[config.mk]
export PLATFORM = sky130hd
export DESIGN_NAME = forward_unit_flat
export DESIGN_NICKNAME = d
export VERILOG_FILES = /design/src/hw/cpu_pkg.sv /design/src/hw/pipe_slot_if.sv /design/src/hw/forward_unit.sv /design/src/flat_wrapper.sv
export VERILOG_INCLUDE_DIRS = /design/src /design/src/hw
export SDC_FILE = /design/constraint.sdc
export NUM_CORES = 1
export LEC_CHECK = 0
export BUFFER_PORTS_ARGS = -buffer_cell sky130_fd_sc_hd__buf_4
export CAP_MARGIN = 5
export CORE_AREA = 10 10 79 81
export DETAILED_ROUTE_END_ITERATION = 7
export DIE_AREA = 0 0 89 91
export PLACE_DENSITY = 0.83
export REMOVE_ABC_BUFFERS = 1
export SLEW_MARGIN = 20
export SYNTH_ARGS = -nofsm -noshare
export SYNTH_HDL_FRONTEND = slang
export SYNTH_SLANG_ARGS = --single-unit
export TNS_END_PERCENT = 30
[constraint.sdc]
create_clock -name vclk -period 6.3
set_input_delay 1.26 -clock vclk [all_inputs]
set_output_delay 1.26 -clock vclk [all_outputs]
set_load 0.05 [all_outputs]
[src/hw/cpu_consts.svh]
`ifndef CPU_CONSTS_SVH
`define CPU_CONSTS_SVH

`define CPU_NREG        8    // r0 to r7
`define CPU_IMEM_DEPTH  256
`define CPU_DMEM_DEPTH  256

// opcodes sit in instr[15:11]
`define OP_HALT   5'b00000
`define OP_NOP    5'b00001
`define OP_ADDI   5'b01000
`define OP_ST     5'b10000
`define OP_LD     5'b10001
`define OP_SLBI   5'b10010
`define OP_STU    5'b10011
`define OP_LBI    5'b11000
`define OP_RTYPE  5'b11011

// r-format function field in instr[1:0]
`define FN_ADD    2'b00
`define FN_SUB    2'b01
`define FN_XOR    2'b10
`define FN_ANDN   2'b11

`endif
[src/hw/cpu_pkg.sv]
`include "cpu_consts.svh"

package cpu_pkg;

  typedef logic [15:0] word_t;       // data word, all arithmetic wraps here
  typedef logic [15:0] instr_t;
  typedef logic [2:0]  reg_idx_t;    // eight architectural registers
  typedef logic [4:0]  opcode_t;
  typedef logic [7:0]  imem_addr_t;
  typedef logic [7:0]  dmem_addr_t;

  // run handshake of the core
  typedef enum logic [1:0] {
    IDLE,  // program may be loaded
    RUN,   // fetching until halt retires
    DONE   // run_ack high, waiting for run_req to drop
  } core_state_t;

  // true when the instruction reads rs in instr[10:8]
  function automatic logic uses_rs(opcode_t op);
    return !(op == `OP_NOP || op == `OP_HALT || op == `OP_LBI);
  endfunction

  // true when instr[7:5] is read as the second operand
  // this is rt for r-format and the store data register for st and stu
  function automatic logic uses_b(opcode_t op);
    return op == `OP_RTYPE || op == `OP_ST || op == `OP_STU;
  endfunction

endpackage

[src/hw/pipe_slot_if.sv]
// one pipeline slot as seen by the forwarding logic
interface pipe_slot_if import cpu_pkg::*; ();

  logic     valid;      // slot holds a live instruction
  instr_t   instr;
  reg_idx_t rd;         // destination for r-format, addi and ld
  reg_idx_t rs;
  logic     reg_write;  // slot writes rd
  logic     write_rs;   // slot writes rs, only stu lbi and slbi do
  logic     mem_read;
  word_t    result;     // alu result or memory address
  word_t    load_data;  // loaded word in the m slot, store data in the e slot

  modport producer (
    output valid, instr, rd, rs, reg_write, write_rs, mem_read, result, load_data
  );

  modport consumer (
    input valid, instr, rd, rs, reg_write, write_rs, mem_read, result, load_data
  );

endinterface

[src/hw/forward_unit.sv]
`include "cpu_consts.svh"

module forward_unit import cpu_pkg::*; (
  input  instr_t d_instr,
  input  word_t  raw_rs,
  input  word_t  raw_rt,
  pipe_slot_if.consumer e,
  pipe_slot_if.consumer m,
  output word_t  fwd_rs,
  output word_t  fwd_rt
);

  opcode_t  d_op;
  reg_idx_t src_a;
  reg_idx_t src_b;
  logic     use_a;
  logic     use_b;
  logic     e_ok;     // e slot may forward
  logic     e_hit_a;
  logic     e_hit_b;
  logic     m_hit_a;
  logic     m_hit_b;
  word_t    m_val;

  // slot is live and writes register r through rd or rs
  function automatic logic writes_reg(logic v, logic wr_rd, reg_idx_t rd,
                                      logic wr_rs, reg_idx_t rs, reg_idx_t r);
    return v && ((wr_rd && rd == r) || (wr_rs && rs == r));
  endfunction

  assign d_op  = d_instr[15:11];
  assign src_a = d_instr[10:8];
  // st and stu keep the store data register where r-format keeps rt
  // so the second operand path also carries the store data
  assign src_b = d_instr[7:5];
  assign use_a = uses_rs(d_op);
  assign use_b = uses_b(d_op);

  // a load in e only has its address, decode stalls on that case instead
  assign e_ok = e.valid && !e.mem_read;

  assign e_hit_a = use_a && writes_reg(e_ok, e.reg_write, e.rd, e.write_rs, e.rs, src_a);
  assign e_hit_b = use_b && writes_reg(e_ok, e.reg_write, e.rd, e.write_rs, e.rs, src_b);
  assign m_hit_a = use_a && writes_reg(m.valid, m.reg_write, m.rd, m.write_rs, m.rs, src_a);
  assign m_hit_b = use_b && writes_reg(m.valid, m.reg_write, m.rd, m.write_rs, m.rs, src_b);

  assign m_val = m.mem_read ? m.load_data : m.result;  // loaded word or alu result

  // e is the newer writer and wins over m
  assign fwd_rs = e_hit_a ? e.result : (m_hit_a ? m_val : raw_rs);
  assign fwd_rt = e_hit_b ? e.result : (m_hit_b ? m_val : raw_rt);

  // mem_read is decoded in execute, the loaded word must only come from a real ld
  always_comb begin
    load_pick_ok: assert final (!((m_hit_a || m_hit_b) && m.mem_read) ||
                                m.instr[15:11] == `OP_LD);
  end

endmodule

[src/flat_wrapper.sv]
// flat-port wrapper written by rule: the top's interface ports become plain ports
module forward_unit_flat import cpu_pkg::*;
  (d_instr, raw_rs, raw_rt, fwd_rs, fwd_rt, e_valid, e_instr, e_rd, e_rs, e_reg_write, e_write_rs, e_mem_read, e_result, e_load_data, m_valid, m_instr, m_rd, m_rs, m_reg_write, m_write_rs, m_mem_read, m_result, m_load_data);
  pipe_slot_if e_i ();
  pipe_slot_if m_i ();
  input  instr_t d_instr;
  input  word_t raw_rs;
  input  word_t raw_rt;
  output word_t fwd_rs;
  output word_t fwd_rt;
  input wire logic [$bits(e_i.valid)-1:0] e_valid;
  input wire logic [$bits(e_i.instr)-1:0] e_instr;
  input wire logic [$bits(e_i.rd)-1:0] e_rd;
  input wire logic [$bits(e_i.rs)-1:0] e_rs;
  input wire logic [$bits(e_i.reg_write)-1:0] e_reg_write;
  input wire logic [$bits(e_i.write_rs)-1:0] e_write_rs;
  input wire logic [$bits(e_i.mem_read)-1:0] e_mem_read;
  input wire logic [$bits(e_i.result)-1:0] e_result;
  input wire logic [$bits(e_i.load_data)-1:0] e_load_data;
  input wire logic [$bits(m_i.valid)-1:0] m_valid;
  input wire logic [$bits(m_i.instr)-1:0] m_instr;
  input wire logic [$bits(m_i.rd)-1:0] m_rd;
  input wire logic [$bits(m_i.rs)-1:0] m_rs;
  input wire logic [$bits(m_i.reg_write)-1:0] m_reg_write;
  input wire logic [$bits(m_i.write_rs)-1:0] m_write_rs;
  input wire logic [$bits(m_i.mem_read)-1:0] m_mem_read;
  input wire logic [$bits(m_i.result)-1:0] m_result;
  input wire logic [$bits(m_i.load_data)-1:0] m_load_data;
  assign e_i.valid = e_valid;
  assign e_i.instr = e_instr;
  assign e_i.rd = e_rd;
  assign e_i.rs = e_rs;
  assign e_i.reg_write = e_reg_write;
  assign e_i.write_rs = e_write_rs;
  assign e_i.mem_read = e_mem_read;
  assign e_i.result = e_result;
  assign e_i.load_data = e_load_data;
  assign m_i.valid = m_valid;
  assign m_i.instr = m_instr;
  assign m_i.rd = m_rd;
  assign m_i.rs = m_rs;
  assign m_i.reg_write = m_reg_write;
  assign m_i.write_rs = m_write_rs;
  assign m_i.mem_read = m_mem_read;
  assign m_i.result = m_result;
  assign m_i.load_data = m_load_data;
  forward_unit u_core (.d_instr(d_instr), .raw_rs(raw_rs), .raw_rt(raw_rt), .e(e_i), .m(m_i), .fwd_rs(fwd_rs), .fwd_rt(fwd_rt));
endmodule
### After elaboration in Yosys (flattened, before gate mapping)

Index checks and enable logic that the tools add are counted.

* bits in registers: 0
* input bits: 164
* output and inout port bits: 32
* logic and storage cells: 46

* equal/unequal tests: 13
* multiplexer cells: 5
* reduce and logical (&&, ||, !) cells: 28

Operator list (count)
* two-way mux 16 bit: 5
* == test 3 bit: 8
* == test 5 bit (second input constant): 4
* logical AND 1 bit: 17
* logical OR 1 bit: 8
* == test 5 x 1 -> 1 bit (second input constant): 1
* logical NOT 5 bit: 1
* logical NOT 1 bit: 2

### Longest topological paths before layout

Gate-level depths: netlist of the first run.

* depth after elaboration: 7
* gate-level depth with buffers: 7
* depth with buffers taken out: 5

### Worst setup path after synthesis of the first run

Ideal clock, no wire load.

* path kind: input to output
* start: in d_instr[15]
* end: out fwd_rs[14]
* arrival: 3446 ps
* data required time: 5040 ps
* path slack: 1594 ps
* stages: 6
* path buffers: 1
* cell sequence: or2_1 a211oi_4 a21o_2 clkbuf_4 nor2b_1 o31ai_1

* cells in the longest elaborated chain, start to end: 7
* elaborated cells between the ends (all ways): 10
* those cells by class: eq/ne (2); mux (2); reduce/logical (6)

RTL lines
* start: declaration: line flat_wrapper.sv:6 `input instr_t d_instr;`
* == test 5 x 1 -> 1 bit (no source line) or logical NOT 5 bit (tied branches)
* logical OR 1 bit (no source line)
* logical OR 1 bit (no source line) (*)
* logical NOT 1 bit (*): line cpu_pkg.sv:21 `` return !(op == `OP_NOP || op == `OP_HALT || op == `OP_LBI); ``
* logical AND 1 bit: line forward_unit.sv:44 `assign m_hit_a = use_a && writes_reg(m.valid, m.reg_write, m.rd, m.write_rs, m.rs, src_a);`
* two-way mux 16 bit: line forward_unit.sv:50 `assign fwd_rs = e_hit_a ? e.result : (m_hit_a ? m_val : raw_rs);`
* two-way mux 16 bit (*): line forward_unit.sv:50
* end: declaration: line flat_wrapper.sv:9 `output word_t fwd_rs;`

Every way passes the cells marked *; elsewhere a longest branch is shown, timed or not.

### Final worst setup path of the first run

* start: in d_instr[10]
* end: out fwd_rs[3]

* cells in the longest elaborated chain, start to end: 7
* elaborated cells between the ends (all ways): 16
* those cells by class: eq/ne (4); mux (2); reduce/logical (10)

RTL lines
* == test 3 bit: line forward_unit.sv:28 `return v && ((wr_rd && rd == r) || (wr_rs && rs == r));`
* logical AND 1 bit: line forward_unit.sv:28
* logical OR 1 bit: line forward_unit.sv:28
* logical AND 1 bit: line forward_unit.sv:28
* logical AND 1 bit: line forward_unit.sv:44
* two-way mux 16 bit: line forward_unit.sv:50
* two-way mux 16 bit (*): line forward_unit.sv:50

Marked as above.

==> results of run 1 <==
[worst max-delay path by stage]
| stage | to | slack (ps) | depth (start not counted) |
|---|---|---|---|
| CTS | fwd_rs[3] | 1680 | 7 |
| global route | fwd_rs[3] | 1500 | 7 |
| finish | fwd_rs[3] | 1710 | 7 |
| global placement | fwd_rs[14] | 1760 | 7 |
| floorplan | fwd_rs[14] | 1410 | 4 |
| detailed placement | fwd_rs[0] | 1690 | 7 |
[metal layers]
| layer | up-vias | wire, µm | track usage [%] | part of all wire [%] |
|---|---|---|---|---|
| met5 | - | 0 | 0 | 0 |
| met4 | 0 | 57 | 1.19 | 0.80 |
| met1 | 949 | 2570 | 16.4 | 36 |
| met2 | 73 | 3870 | 31.6 | 55 |
| met3 | 4 | 588 | 3.66 | 8.3 |
| li1 | 1009 | - | - | - |
[power groups by stage]
stage	logic, mW	clock network (mW)	registers [mW]
2_1_floorplan	0.125	0	0
3_3_place_gp	0.226	0	0
3_5_place_dp	0.230	0	0
4_1_cts	0.231	0	0
5_1_grt	0.243	0	0
6_report	0.229	0	0
[cell type report]
cell class	instances	area share (%)
inverter	2	0.291
multi-input combinational	189	54.6
tap	54	2.62
timing repair buffer	146	42.5
[cells in the mapped netlist, types with 2 or more instances]
master     count  area share [%]
a211oi_4       3             3.8
o31ai_1        6             2.8
buf_2          5             1.6
nor2_1         6             1.4
clkbuf_1       2            0.47
buf_4          2            0.95
buf_6          8             5.7
xnor2_1       20              11
nand2_1       32             7.6
a2111oi_4      2             3.5
o31ai_2       10             7.9
a211oi_1      16             7.6
nand4_1        7             2.8
o21ai_1       17             5.4
o2bb2ai_1     16             8.9
xnor2_2        2             2.1
and2b_1        5             2.4
xnor2_4        2             3.5
nor2b_1       28              11
nor2_2        10             4.0
[critical path, stage by stage]
cell and delay (ps):
buf_4 150, xnor2_1 170, nand4_1 190, a211oi_4 920, nor2_1 90, o31ai_1 290
buf_4 250
[per-stage QoR]
stage | cells | setup slack (ps) | power (mW)
2_1_floorplan | 191 | 1410 | 0.125
3_3_place_gp | 391 | 1760 | 0.226
3_5_place_dp | 391 | 1690 | 0.230
4_1_cts | 391 | 1680 | 0.231
5_1_grt | 391 | 1500 | 0.243
6_report | 391 | 1710 | 0.229
[logic make-up after synthesis]
kind of cell,after synthesis,share of synthesized area (%)
buffers and inverters,22,10.8
and+or+nand+nor,93,31.6
AOI/OAI and AO/OA,72,41.0
xor gates and xnor gates,24,16.6
==> qor.csv, run 1 <==
stage;metric;value;unit
run_status;status;complete, no violations;
grt;overflow;0;
timing;hold_viol_final;0;
pwr;power_frac_comb;100.0;%
detailed_routing;num_vias;2035;
timing;fin_crit_sh;72.8;%
floorplan;die_w;89;µm
pwr;power.density;88.7;nW/µm²
layout;clock_buffers;0;
clocking;cts_hold_buf;0;
layout;final_core_util;55.4;%
detailed_routing;routedWlPerCell;18.1;µm
pwr;pwr-share-clk;0;%
placed_design;placement.io_buffers;143;
grt;grtUsageTotal;15.8;%
grt;antenna_found_initial;0;
floorplan;die_h;91;µm
placed_design;placedInstanceArea;2580;µm²
timing;whs;2890;ps
min_path;hold_end;fwd_rs[1];
floorplan;io_pins;196;
clocking;ctsResizeCount;0;
detailed_routing;antenna_left;0;
layout;diodes;0;
layout;fin_nets;503;
setup_path;crit_arrival;3330;ps
pwr;leakage;1.05;nW
setup_path;crit_start;d_instr[10];
grt;grt_pass1_vias;2116;
grt;grt_pass1_wl;10500;µm
logic_synthesis;syn_avg_cell_area;7.50;µm²
floorplan;die-area;8100;µm²
layout;seqCellArea;0;µm²
detailed_routing;dr.pass1.iters;4;
pwr;sw_frac_of_total;55.1;%
timing;slew_viol_final;0;
min_path;hold_path_depth;4;
pwr;power_frac_seq;0;%
logic_synthesis;synth_cell_type_count;32;
logic_synthesis;synth_area;1580;µm²
detailed_routing;routed_wl;7080;µm
min_path;holdCritStartpoint;e_result[1];
floorplan;rows;25;
layout;final_area;2580;µm²
min_path;hold_path.class;in2out;
placed_design;detailed_place_hpwl;5820;µm
clocking;post_cts_buffers;0;
logic_synthesis;synthesis.instances;211;
layout;final_cell_mix;buf_4 (146), nand2_1 (32), nor2b_1 (28);
floorplan;core-area;4660;µm²
grt;grt_max_degree;33;
setup_path;critPathMaxFanout;16;
logic_synthesis;yosys_warnings;0;
detailed_routing;vias_per_cell;5.20;
layout;final_common_cell;buf_4;
timing;fin_crit;4590;ps
detailed_routing;drt_iter0_markers;66;
setup_path;worst-setup-path-type;in2out;
layout;seq_cell_count;0;
run;drv_cap;0;
setup_path;startpoint_type;input pin;
floorplan;start_util;33.9;%
timing;rsz0062_at_grt;false;
pwr;power_switching;126;µW
layout;multi_input_area;1410;µm²
layout;syn_to_final_growth;63.2;%
timing;worst_pin_slew;1050;ps
layout;final_layout_size_suffix_gt1_share;52.8;%
timing;finalSetupViolCount;0;
timing;fmax;218;MHz
setup_path;end_kind;output pin;
pwr;peakVddDrop;0.0484;mV
logic_synthesis;synth_seq_area_share;0;%
timing;slew_headroom;30.1;%
detailed_routing;post-route-drc-count;0;
setup_path;worstPathRequired;5040;ps
placed_design;gp_congestion;0.807;
pwr;intPower;103;µW
layout;final.fill_count;454;
timing;tns;0;ps
Note: power is estimated with default switching activity, not from simulation.
==> run 2, diff against run 1 <==
CORE_AREA = 10 10 80 82   (was 10 10 79 81)
DIE_AREA = 0 0 90 92   (was 0 0 89 91)
PLACE_DENSITY = 0.81   (was 0.83)
clock period = 4.5 ns   (was 6.3 ns; I/O delays follow)
==> run 2 against run 1 <==
Net effect: count of clock-buffer cells in the layout is the same; die area up 2.2%; non-clock buffer count is 1 higher; core utilization down 2.3 points; first-iteration DRC count decreased by 29%; combinational power grew 40%; routed wire length down 1.2%; total power up 40%; worst hold slack worse by 720 ps; sequential share of layout area stayed put; highest routed layer unchanged.
==> qor.csv, run 2 (synthesized netlist as in run 1, its figures left out) <==
stage;metric;value;unit;change
setup_path;crit_family;compound AO/OA/AOI/OAI gates;;unchanged
layout;clock_buffers;0;;unchanged
setup_path;critPathMaxFanout;9;;was 16
pwr;power_switching;176;µW;was 126 µW
layout;final_area;2610;µm²;was 2580 µm²
floorplan;die_h;92;µm;was 91 µm
grt;grt_max_degree;33;;unchanged
run_status;status;complete, no violations;;unchanged
pwr;power_frac_seq;0;%;about the same
floorplan;die-area;8280;µm²;was 8100 µm²
floorplan;start_util;32.2;%;was 33.9%
timing;fmax;267;MHz;
pwr;peakVddDrop;0.0911;mV;was 0.0484 mV
detailed_routing;antenna_left;0;;unchanged
clocking;post_cts_buffers;0;;unchanged
detailed_routing;dr.pass1.iters;4;;unchanged
layout;final_layout_size_suffix_gt1_share;53.0;%;was 52.8%
grt;grt_pass1_wl;11000;µm;was 10500 µm
timing;worst_pin_slew;919;ps;was 1050 ps
grt;antenna_found_initial;0;;unchanged
min_path;hold_path_depth;4;;unchanged
setup_path;startpoint_type;input pin;;unchanged
detailed_routing;drt_iter0_markers;47;;was 66
detailed_routing;num_vias;2030;;was 2035
pwr;power;320;µW;was 229 µW
setup_path;timing.critical_path.mode_cell;buf_4;;unchanged
min_path;holdCritStartpoint;e_result[3];;was e_result[1]
detailed_routing;routed_wl;7000;µm;was 7080 µm
run;drv_cap;0;;unchanged
pwr;sw_frac_of_total;55.0;%;was 55.1%
placed_design;placedInstanceArea;2610;µm²;was 2580 µm²
floorplan;core-area;4910;µm²;was 4660 µm²
min_path;hold_end;fwd_rs[3];;was fwd_rs[1]
timing;finalSetupViolCount;0;;unchanged
placed_design;detailed_place_hpwl;5780;µm;was 5820 µm
layout;final_common_cell;buf_4;;unchanged
timing;hold_viol_final;0;;unchanged
timing;fin_crit;3750;ps;
grt;overflow;0;;unchanged
detailed_routing;routedWlPerCell;17.1;µm;was 18.1 µm
layout;seqCellArea;0;µm²;unchanged
placed_design;gp_congestion;0.792;;was 0.807
timing;fin_crit_sh;83.3;%;
detailed_routing;post-route-drc-count;0;;unchanged
grt;grt_pass1_vias;2207;;was 2116
layout;fin_nets;504;;was 503
layout;final_cells;408;;was 391
pwr;pwr-share-clk;0;%;about the same
timing;tns;0;ps;unchanged
grt;grtUsageTotal;15.6;%;was 15.8%
floorplan;die_w;90;µm;was 89 µm
pwr;power_frac_comb;100.0;%;about the same
setup_path;worstPathRequired;3600;ps;was 5040 ps
placed_design;dpl.cell_count;408;;was 391
clocking;cts_hold_buf;0;;unchanged
setup_path;cp_cell_sequence;buf_4, xnor2_1, nand4_1, a211oi_4, buf_4, nor2_1, o31ai_1, buf_4;;was buf_4, xnor2_1, nand4_1, a211oi_4, nor2_1, o31ai_1, buf_4
setup_path;crit_arrival;2850;ps;was 3330 ps
min_path;hold_path.class;in2out;;unchanged
setup_path;crit_path_top_delay_cell;a211oi_4;;unchanged
detailed_routing;vias_per_cell;4.98;;was 5.20
layout;syn_to_final_growth;65.0;%;was 63.2%
layout;seq_cell_count;0;;unchanged
layout;diodes;0;;unchanged
timing;slew_headroom;38.7;%;was 30.1%
pwr;intPower;144;µW;was 103 µW
timing;rsz0062_at_grt;false;;unchanged
setup_path;worst-setup-path-type;in2out;;unchanged
clocking;ctsResizeCount;0;;unchanged
timing;slew_viol_final;0;;unchanged
layout;final_core_util;53.1;%;was 55.4%
setup_path;cp_num_buf_inv;3;;was 2
setup_path;max_stage_delay;580;ps;was 920 ps
floorplan;rows;26;;was 25
pwr;leakage;1.05;nW;about the same
placed_design;placement.io_buffers;143;;unchanged
pwr;power.density;123;nW/µm²;was 88.7 nW/µm²
floorplan;io_pins;196;;unchanged
setup_path;end_kind;output pin;;unchanged
layout;final_cell_mix;buf_4 (147), nand2_1 (32), nor2b_1 (28);;was buf_4 (146), nand2_1 (32), nor2b_1 (28)
## run 2: cell count changes in the layout (fill, tap and decap cells not counted)
cell / change
buf_4: +1
## run 2: final cells by class
type                            instances  area, µm²
Tap cell                               70       87.6
Fill cell                             487       2300
Timing Repair Buffer                  147       1100
Inverter                                2       7.51
Multi-Input combinational cell        189       1410
## run 2: per-stage QoR
stage	hold slack [ps]	setup WS, ps
final	2170	754
after global routing	2200	525
after CTS	2170	709
after detailed placement	2170	710
after global placement	2170	778
after floorplan	2050	325
## run 2: routing by layer
layer	share of wire (%)	up-vias	global-route usage [%]
met2	55	74	31.1
li1	-	1020	-
met1	39	922	16.9
met4	2.1	0	3.45
met3	4.4	14	2.20
met5	0	-	0
## run 2: worst max path at each step
stage	startpoint	endpoint	slack, ps	cells after the start
floorplan	m_valid	fwd_rs[14]	330	4
global placement	d_instr[10]	fwd_rs[2]	780	8
detailed placement	d_instr[9]	fwd_rs[1]	710	8
CTS	d_instr[9]	fwd_rs[1]	710	8
global route	d_instr[9]	fwd_rs[2]	530	8
finish	d_instr[10]	fwd_rs[2]	750	8
## run 2: power groups by stage
stage	sequential, mW	clock, mW	combinational, mW
3_3_place_gp	0	0	0.317
4_1_cts	0	0	0.323
5_1_grt	0	0	0.341
3_5_place_dp	0	0	0.322
2_1_floorplan	0	0	0.175
6_report	0	0	0.320
## run 2: tightest hold or removal path, stage by stage
cell and delay [ps]:
buf_4 80, nand2_1 40, o31ai_1 50, buf_4 190
==> run 3, diff against run 2 <==
ABC_AREA = 1   (was unset)
PLACE_DENSITY = 0.83   (was 0.81)
clock period = 3.75 ns   (was 4.5 ns; I/O delays follow)
==> run 3 against run 2 <==
Net effect: setup slack got worse by 130 ps; total power increased by 29%; first-iteration DRC count increased to 3.2 times the previous value; die area unchanged; critical path depth increased by 2; area after synthesis increased by 4.8%; critical path type unchanged; largest cell class unchanged; highest routed layer unchanged.
==> qor.csv, run 3 <==
stage;metric;value;unit;change
run_status;status;complete, no violations;;unchanged
pwr;power;414;µW;was 320 µW
logic_synthesis;synth_area_leaders;nand2_1 (38%), nand3_1 (16%), mux2_2 (11%), nand4_1 (7.2%), xnor2_1 (5.3%);;was nor2b_1 (11%), xnor2_1 (11%), o2bb2ai_1 (8.9%), o31ai_2 (7.9%), a211oi_1 (7.6%)
detailed_routing;dr.pass1.iters;4;;unchanged
detailed_routing;routed_wl;8260;µm;was 7000 µm
setup_path;crit_arrival;2370;ps;was 2850 ps
timing;whs;1900;ps;was 2170 ps
floorplan;io_pins;196;;unchanged
clocking;cts_hold_buf;0;;unchanged
layout;final_cell_mix;nand2_1 (167), buf_4 (147), nand3_1 (52);;was buf_4 (147), nand2_1 (32), nor2b_1 (28)
logic_synthesis;yosys.area.top_type_share;37.8;%;was 11.1%
timing;worst_pin_slew;491;ps;was 919 ps
logic_synthesis;synth_top_cell_by_area;nand2_1;;was nor2b_1
layout;final_area;2740;µm²;was 2610 µm²
timing;rsz0062_at_grt;false;;unchanged
setup_path;worst-setup-path-type;in2out;;unchanged
floorplan;die_w;90;µm;unchanged
timing;slew_headroom;67.2;%;was 38.7%
grt;grt_max_degree;18;;was 33
grt;use_met2;34.4;%;was 31.1%
logic_synthesis;synth_area;1660;µm²;was 1580 µm²
setup_path;end_kind;output pin;;unchanged
timing;slew_viol_final;0;;unchanged
detailed_routing;post-route-drc-count;0;;unchanged
placed_design;placedInstanceArea;2740;µm²;was 2610 µm²
timing;fin_crit;3120;ps;
grt;globalRouteMet1Util;22.4;%;was 16.9%
layout;seq_cell_count;0;;unchanged
clocking;ctsResizeCount;0;;unchanged
layout;syn_to_final_growth;65.2;%;was 65.0%
logic_synthesis;yosys_warnings;0;;unchanged
detailed_routing;drt_iter0_markers;152;;was 47
logic_synthesis;synthesis.instances;328;;was 211
setup_path;timing.critical_path.mode_cell;nand2_1;;was buf_4
layout;diodes;0;;unchanged
placed_design;gp_congestion;0.832;;was 0.792
logic_synthesis;synth_cell_type_count;22;;was 32
setup_path;critPathMaxFanout;17;;was 9
placed_design;post-place-ws;646;ps;was 710 ps
layout;final.fill_count;534;;was 487
grt;grt_pass1_vias;2628;;was 2207
grt;grt_util_met3;4.48;%;was 2.20%
setup_path;cp_cell_sequence;buf_4, inv_2, nand2_1, nand3_1, nand3b_1, nand2_2, nand3_2, nand2_1, nand2_1, buf_4;;was buf_4, xnor2_1, nand4_1, a211oi_4, buf_4, nor2_1, o31ai_1, buf_4
grt;grtUsageTotal;18.9;%;was 15.6%
timing;fin_crit_sh;83.3;%;
floorplan;start_util;33.7;%;was 32.2%
placed_design;placement.io_buffers;143;;unchanged
floorplan;core-area;4910;µm²;unchanged
layout;clock_buffers;0;;unchanged
layout;final_common_cell;nand2_1;;was buf_4
logic_synthesis;synth_seq_area_share;0;%;unchanged
pwr;leakage;1.62;nW;was 1.05 nW
setup_path;max_stage_delay;390;ps;was 580 ps
setup_path;crit_path_top_delay_cell;nand3_2;;was a211oi_4
min_path;hold_path_depth;4;;unchanged
layout;fin_nets;626;;was 504
logic_synthesis;syn_avg_cell_area;5.05;µm²;was 7.50 µm²
detailed_routing;vias_per_cell;4.95;;was 4.98
timing;post-route-worst-setup-slack;627;ps;was 754 ps
clocking;post_cts_buffers;0;;unchanged
layout;seqCellArea;0;µm²;unchanged
layout;final_layout_size_suffix_gt1_share;39.3;%;was 53.0%
timing;fmax;320;MHz;
grt;overflow;0;;unchanged
floorplan;die_h;92;µm;unchanged
timing;tns;0;ps;unchanged
timing;hold_viol_final;0;;unchanged
min_path;hold_path.class;in2out;;unchanged
grt;antenna_found_initial;0;;unchanged
grt;grt_pass1_wl;13500;µm;was 11000 µm
setup_path;startpoint_type;input pin;;unchanged
pwr;power.density;151;nW/µm²;was 123 nW/µm²
setup_path;worstPathRequired;3000;ps;was 3600 ps
timing;finalSetupViolCount;0;;unchanged
grt;top_usage_layer;met2;;unchanged
placed_design;detailed_place_hpwl;6710;µm;was 5780 µm
layout;final_cells;530;;was 408
floorplan;rows;26;;unchanged
layout;final_core_util;55.8;%;was 53.1%
detailed_routing;antenna_left;0;;unchanged
logic_synthesis;synthTopCellsByCount;nand2_1 (167), nand3_1 (52), nand4_1 (19);;was nand2_1 (32), nor2b_1 (28), xnor2_1 (20)
run;drv_cap;0;;unchanged
placed_design;dpl.cell_count;530;;was 408
detailed_routing;routedWlPerCell;15.6;µm;was 17.1 µm
pwr;peakVddDrop;0.0708;mV;was 0.0911 mV
logic_synthesis;synth_most_common_cell;nand2_1;;unchanged
detailed_routing;num_vias;2624;;was 2030
floorplan;die-area;8280;µm²;unchanged
==> run 3: cell types whose count changed after synthesis, moves of 6 or more <==
cell / previous run / this run
a211oi_1: 16 / 0
inv_1: 1 / 12
mux2_2: 0 / 16
nand2_1: 32 / 167
nand3_1: 0 / 52
nand4_1: 7 / 19
nor2_1: 6 / 16
nor2_2: 10 / 1
nor2b_1: 28 / 0
o21ai_1: 17 / 0
o2bb2ai_1: 16 / 0
o31ai_1: 6 / 0
o31ai_2: 10 / 0
xnor2_1: 20 / 10
==> run 3: logic make-up after synthesis <==
| logic type | after synthesis | share of synthesized area [%] |
|---|---|---|
| xor+xnor | 10 | 5.28 |
| compound gates | 3 | 1.58 |
| simple gates | 268 | 72.0 |
| buf+inv | 31 | 10.3 |
| mux | 16 | 10.9 |
==> run 3: worst max-delay path: cells and delay by family <==
kind	cells	cell delay, ps
simple gates	7	1250
buf+inv	3	360
==> run 3: path summary, 6_finish.rpt <==
kind | to | slack [ps] | startpoint
worst max-delay path | fwd_rt[6] | 630 | d_instr[6]
worst min-delay path | fwd_rs[3] | 1900 | e_result[3]
==> run 3: area by class of cell <==
cell class / instances / area (µm²) / share of cell area (%)
Inverter: 16 / 60.1 / 2.19
Multi-Input combinational cell: 297 / 1490 / 54.3
Tap cell: 70 / 87.6 / 3.20
Timing Repair Buffer: 147 / 1100 / 40.3
==> run 3: power by group <==
group / switching (mW) / internal [mW] / total, mW
clock: 0 / 0 / 0
combinational: 0.248 / 0.166 / 0.414
sequential: 0 / 0 / 0
total: 0.248 / 0.166 / 0.414
==> run 3: layer usage <==
layer  wire length (µm)  up-vias
met5                  0        -
met4                 91        0
met3                735        8
met2               4030      118
met1               3400     1166
li1                   -     1332
